**src/hdl/rv_isa_pkg.sv**
```systemverilog
`default_nettype none

package rv_isa_pkg;

    // Major opcodes, inst[6:0]
    localparam logic [6:0] OP_LUI    = 7'b0110111;
    localparam logic [6:0] OP_AUIPC  = 7'b0010111;
    localparam logic [6:0] OP_JAL    = 7'b1101111;
    localparam logic [6:0] OP_JALR   = 7'b1100111;
    localparam logic [6:0] OP_BRANCH = 7'b1100011;
    localparam logic [6:0] OP_LOAD   = 7'b0000011;
    localparam logic [6:0] OP_STORE  = 7'b0100011;
    localparam logic [6:0] OP_IMM    = 7'b0010011;
    localparam logic [6:0] OP_R_TYPE = 7'b0110011;

    typedef enum logic [3:0] {
        ALU_ADD = 4'd0,
        ALU_SUB = 4'd1,
        ALU_AND = 4'd2,
        ALU_OR  = 4'd3,
        ALU_XOR = 4'd4,
        ALU_SLT = 4'd5,
        ALU_SLL = 4'd6,
        ALU_SRL = 4'd7,
        ALU_SRA = 4'd8,
        ALU_BEQ = 4'd9,
        ALU_BNE = 4'd10,
        ALU_BGE = 4'd11,
        ALU_BLT = 4'd12,
        ALU_LUI = 4'd13
    } alu_op_t;

    // Same encoding as funct3[1:0] of loads and stores
    typedef enum logic [1:0] {
        BYTE = 2'd0,
        HALF = 2'd1,
        WORD = 2'd2
    } mem_size_t;

    typedef enum logic [1:0] {
        WB_PC_PLUS4 = 2'd0,
        WB_MEM      = 2'd1,
        WB_ALU      = 2'd2
    } wb_sel_t;

    typedef enum logic [1:0] {
        JMP_NONE   = 2'd0,
        JMP_BRANCH = 2'd1,
        JMP_JUMP   = 2'd2
    } jump_t;

endpackage

`default_nettype wire

```
**src/hdl/core_pipe_pkg.sv**
```systemverilog
`default_nettype none

package core_pipe_pkg;

    import rv_isa_pkg::*;

    // Decoded control word
    typedef struct packed {
        logic      mem_read;
        logic      mem_write;
        logic      reg_write;
        logic      alu_src_a;   // pc instead of rs1
        logic      alu_src_b;   // imm instead of rs2
        wb_sel_t   wb_sel;
        jump_t     jump;
        logic      is_signed;
        mem_size_t size;
        alu_op_t   alu_op;
    } ctrl_t;

    // Decode to execute
    typedef struct packed {
        ctrl_t       ctrl;
        logic [31:0] pc;
        logic [31:0] imm;
        logic [4:0]  rs1;
        logic [4:0]  rs2;
        logic [4:0]  rd;
        logic [31:0] rs1_val;
        logic [31:0] rs2_val;
    } de_t;

    // Execute to result, alu_val doubles as memory address and jump target
    typedef struct packed {
        ctrl_t       ctrl;
        logic [31:0] pc;
        logic [4:0]  rd;
        logic [31:0] alu_val;
        logic [31:0] store_val;
        logic        taken;
    } ew_t;

endpackage

`default_nettype wire

```
**src/hdl/id_sign_extend.sv**
```systemverilog
`default_nettype none

module id_sign_extend (
    input  logic [31:0] inst,
    output logic [31:0] extend_imm
);
    import rv_isa_pkg::*;

    logic [6:0] opcode;

    assign opcode = inst[6:0];

    always_comb begin
        case (opcode)
            OP_IMM, OP_LOAD, OP_JALR: begin
                extend_imm = {{20{inst[31]}}, inst[31:20]};
            end
            OP_STORE: begin
                extend_imm = {{20{inst[31]}}, inst[31:25], inst[11:7]};
            end
            OP_BRANCH: begin
                extend_imm = {{19{inst[31]}}, inst[31], inst[7], inst[30:25],
                              inst[11:8], 1'b0};
            end
            OP_LUI, OP_AUIPC: begin
                extend_imm = {inst[31:12], 12'd0};
            end
            OP_JAL: begin
                extend_imm = {{11{inst[31]}}, inst[31], inst[19:12], inst[20],
                              inst[30:21], 1'b0};
            end
            default: begin
                extend_imm = 32'd0;
            end
        endcase
    end

endmodule

`default_nettype wire

```
**src/hdl/id_control.sv**
```systemverilog
`default_nettype none

module id_control (
    input  logic                 reset,
    input  logic [31:0]          inst,
    output core_pipe_pkg::ctrl_t ctrl,
    output logic [31:0]          imm
);
    import rv_isa_pkg::*;
    import core_pipe_pkg::*;

    logic [6:0]  opcode;
    logic [2:0]  funct3;
    logic        alt;
    logic        is_shift_imm;
    logic [31:0] extend_imm;

    // Shared by OP and OP-IMM, alt picks SUB or SRA
    function automatic alu_op_t arith_op(input logic [2:0] f3, input logic alt_op);
        case (f3)
            3'b000:         arith_op = alt_op ? ALU_SUB : ALU_ADD;
            3'b001:         arith_op = ALU_SLL;
            3'b010, 3'b011: arith_op = ALU_SLT;
            3'b100:         arith_op = ALU_XOR;
            3'b101:         arith_op = alt_op ? ALU_SRA : ALU_SRL;
            3'b110:         arith_op = ALU_OR;
            default:        arith_op = ALU_AND;
        endcase
    endfunction

    assign opcode = inst[6:0];
    assign funct3 = inst[14:12];
    assign alt    = inst[30];

    id_sign_extend u_sign_extend (
        .inst       (inst),
        .extend_imm (extend_imm)
    );

    // SLLI, SRLI and SRAI take only the shift amount
    assign is_shift_imm = (opcode == OP_IMM) && (funct3[1:0] == 2'b01);
    assign imm          = is_shift_imm ? {27'd0, inst[24:20]} : extend_imm;

    always_comb begin
        ctrl = '0;
        if (!reset) begin
            case (opcode)
                OP_LUI: begin
                    ctrl.reg_write = 1'b1;
                    ctrl.alu_src_b = 1'b1;
                    ctrl.alu_op    = ALU_LUI;
                    ctrl.wb_sel    = WB_ALU;
                end
                OP_AUIPC: begin
                    ctrl.reg_write = 1'b1;
                    ctrl.alu_src_a = 1'b1;
                    ctrl.alu_src_b = 1'b1;
                    ctrl.wb_sel    = WB_ALU;
                end
                OP_JAL: begin
                    ctrl.reg_write = 1'b1;
                    ctrl.alu_src_a = 1'b1;
                    ctrl.alu_src_b = 1'b1;
                    ctrl.jump      = JMP_JUMP;
                end
                OP_JALR: begin
                    if (funct3 == 3'b000) begin
                        ctrl.reg_write = 1'b1;
                        ctrl.alu_src_b = 1'b1;
                        ctrl.jump      = JMP_JUMP;
                    end
                end
                OP_BRANCH: begin
                    // funct3 010 and 011 are not branches
                    if (funct3[2:1] != 2'b01) begin
                        ctrl.jump      = JMP_BRANCH;
                        ctrl.is_signed = !funct3[1];
                        ctrl.alu_op    = funct3[2] ? (funct3[0] ? ALU_BGE : ALU_BLT)
                                                   : (funct3[0] ? ALU_BNE : ALU_BEQ);
                    end
                end
                OP_LOAD: begin
                    if ((funct3[1:0] != 2'b11) && (funct3 != 3'b110)) begin
                        ctrl.mem_read  = 1'b1;
                        ctrl.reg_write = 1'b1;
                        ctrl.alu_src_b = 1'b1;
                        ctrl.wb_sel    = WB_MEM;
                        ctrl.size      = mem_size_t'(funct3[1:0]);
                        ctrl.is_signed = !funct3[2];
                    end
                end
                OP_STORE: begin
                    if (!funct3[2] && (funct3[1:0] != 2'b11)) begin
                        ctrl.mem_write = 1'b1;
                        ctrl.alu_src_b = 1'b1;
                        ctrl.size      = mem_size_t'(funct3[1:0]);
                    end
                end
                OP_IMM: begin
                    ctrl.reg_write = 1'b1;
                    ctrl.alu_src_b = 1'b1;
                    ctrl.wb_sel    = WB_ALU;
                    ctrl.alu_op    = arith_op(funct3, alt && (funct3 == 3'b101));
                    ctrl.is_signed = (funct3 != 3'b011);
                end
                OP_R_TYPE: begin
                    ctrl.reg_write = 1'b1;
                    ctrl.wb_sel    = WB_ALU;
                    ctrl.alu_op    = arith_op(funct3, alt);
                    ctrl.is_signed = (funct3 != 3'b011);
                end
                default: begin
                    ctrl = '0;
                end
            endcase
        end
    end

endmodule

`default_nettype wire

```
**config.mk**
```make
export PLATFORM = sky130hd
export DESIGN_NAME = id_control
export DESIGN_NICKNAME = d
export VERILOG_FILES = /design/src/hdl/rv_isa_pkg.sv /design/src/hdl/core_pipe_pkg.sv /design/src/hdl/id_sign_extend.sv /design/src/hdl/id_control.sv
export SDC_FILE = /design/constraint.sdc
export NUM_CORES = 1
export LEC_CHECK = 0
export BUFFER_PORTS_ARGS = -buffer_cell sky130_fd_sc_hd__buf_2
export CORE_MARGIN = 2
export CORE_UTILIZATION = 44
export DETAILED_ROUTE_END_ITERATION = 10
export GPL_ROUTABILITY_DRIVEN = 0
export GPL_TIMING_DRIVEN = 0
export MAX_ROUTING_LAYER = met4
export PLACE_DENSITY = 0.91
export SYNTH_ARGS = -nofsm -noshare
export SYNTH_HDL_FRONTEND = slang
export SYNTH_SLANG_ARGS = --single-unit
```
**constraint.sdc**
```tcl
create_clock -name vclk -period 2.8
set_input_delay 0.14 -clock vclk [all_inputs]
set_output_delay 0.14 -clock vclk [all_outputs]
set_load 0.05 [all_outputs]
```
==> impl_metrics.py <==
metrics = {
    "synthesis": {
        "synth_area_um2": 943,
        "yosysSeqAreaShare_pct": 0,
        "synth.distinct_cells": 47,
        "synthTopCellsByArea": "a21oi_1 (16%), nand2_1 (7.2%), and3_1 (6.0%)",
        "syn-num-nets": 192,
        "synth_top_cell_area_share_pct": 16.4,
        "syn_area_per_cell_um2": 5.97,
        "synth.cells.most_frequent": "a21oi_1 (31), nand2_1 (18), nor2_1 (11)",
        "synth_largest_area_cell": "a21oi_1",
        "syn_inst": 158,
        "synth_most_common_cell": "a21oi_1",
        "synth_warnings": 0,
    },
    "cts": {
        "cts_setup_buffers": 0,
        "hold_buffers": 0,
        "cts_resized": 0,
    },
    "run": {
        "cap_violations": 0,
    },
    "global_routing": {
        "grtUsageTotal_pct": 26.8,
        "antenna_found_initial": 0,
        "grt_pass1_wl_um": 5470,
        "grt_start_max_net_pins": 11,
        "grt_pass1_vias": 1247,
        "overflow": 0,
    },
    "worst_setup_path": {
        "crit_fanout": 10,
        "crit_type": "input pin to output pin",
        "startpoint": "inst[3]",
        "endpoint_kind": "output pin",
        "cp.required_ns": 2.66,
        "cp.arrival_ns": 1.86,
        "critPathLaunchType": "input pin",
    },
    "power_and_ir_drop": {
        "combPwrFrac_pct": 100.0,
        "powerDensity_mw_per_mm2": 102,
        "p_switching_w": 0.0000930,
        "p_seq_share_pct": 0,
        "p_int_w": 0.0000472,
        "p_leak_nw": 0.708,
        "pwr-share-clk_pct": 0,
        "vdd_drop_max_uv": 70.8,
        "swShare_pct": 66.3,
    },
    "finish": {
        "seq_area_um2": 0,
        "area.growth.synth_to_final_pct": 45.9,
        "n_fill_cell": 204,
        "drive_gt1_share_pct": 41.4,
        "final_core_util_pct": 68.8,
        "antenna_cells": 0,
        "nets": 273,
        "clkbuf_count": 0,
        "nFlopsAndLatches": 0,
    },
    "timing": {
        "fmax_mhz": 501,
        "rsz0062_at_grt": "false",
        "whs_ns": 0.684,
        "fin_crit_ns": 2.00,
        "hold_viol_final": 0,
        "tns_ns": 0,
        "fin_crit_sh_pct": 71.3,
        "relSlewSlack_pct": 61.3,
        "slew_violations": 0,
        "tightest_slew_ns": 0.579,
        "setup_viol": 0,
    },
    "die": {
        "dieArea_mm2": 0.00253,
        "die_w_um": 50.3,
        "ioPinCount": 81,
        "rows": 16,
        "core_mm2": 0.00200,
        "start_util_pct": 47.1,
        "die_y_um": 50.3,
    },
    "hold_path": {
        "worstHoldEndpoint": "imm[29]",
        "hold_start": "inst[29]",
        "hold_class": "input pin to output pin",
        "hold_path_depth": 4,
    },
    "placed_design": {
        "numPortBuffers": 79,
        "hpwlAfterDp_um": 2880,
    },
    "routing": {
        "avgViaCountPerCell": 5.76,
        "vias": 1520,
        "drt_pass1_iterations": 4,
        "drc": 0,
        "drt_iter0_drc": 40,
        "wirelength_um": 3560,
        "postRouteAntennaNets": 0,
        "drt-wirelength-per-cell_um": 13.5,
    },
    "outcome": {
        "status": "finished, final reports clean",
    },
}
worst max path at each step:
stage	end	cells past startpoint
floorplan	ctrl[8]	3
global placement	imm[13]	7
detailed placement	imm[13]	7
CTS	imm[13]	7
global route	imm[13]	7
finish	imm[13]	7
cells in the final DEF (no fill, tap or decap), drive strengths merged, types with 2 or more instances in the layout:
cell type	instances
buf	88
a21oi	31
nand2	18
nor2	11
o21ai	11
and3	9
inv	8
nor3	7
clkbuf	5
nor4	4
a22o	4
a2111oi	4
or3	3
nand3b	3
nand2b	2
nand3	2
nor2b	2
a31oi	2
o22ai	2
a211oi	2
or4	2
metrics by stage:
step | std cells | setup WS [ns] | area (um^2) | total power (W)
finish | 264 | 0.802 | 1380 | 0.000140
global route | 264 | 0.605 | 1380 | 0.000151
global placement | 264 | 0.846 | 1380 | 0.000135
floorplan | 158 | 0.136 | 947 | 0.0000881
detailed placement | 264 | 0.826 | 1380 | 0.000138
CTS | 264 | 0.815 | 1380 | 0.000138
area by class of cell:
class              count  area [um^2]  area share, %
plain buffers         14         65.1           4.73
well taps             27         33.8           2.45
inverters              8         30.0           2.18
repair buffers        79          395           28.7
multi-input cells    136          852           61.9
critical path: stages:
cell	delay, ns
buf_2	0.12
nand3b_1	0.24
nor3_2	0.48
buf_2	0.30
o21ai_0	0.11
a21oi_1	0.17
buf_2	0.29
routing by layer:
layer | wire length, um | vias up | global-route usage (%)
met2 | 1770 | 67 | 47.1
met1 | 1480 | 696 | 34.4
met5 | 0 | - | -
met3 | 265 | 6 | 1.49
met4 | 48 | 0 | 4.05
li1 | - | 751 | -
power by group through the flow:
stage	clock, W	sequential, W	combinational (W)
after floorplan	0	0	0.0000881
after global placement	0	0	0.000135
after detailed placement	0	0	0.000138
after CTS	0	0	0.000138
after global routing	0	0	0.000151
final	0	0	0.000140
logic make-up after synthesis:
logic type | after synthesis | synth area share (%)
compound gates | 66 | 45.0
fa+ha+maj | 1 | 1.33
buf+inv | 22 | 10.1
mux | 1 | 1.19
simple gates | 68 | 42.4
Note: power is estimated with default switching activity, not from simulation.
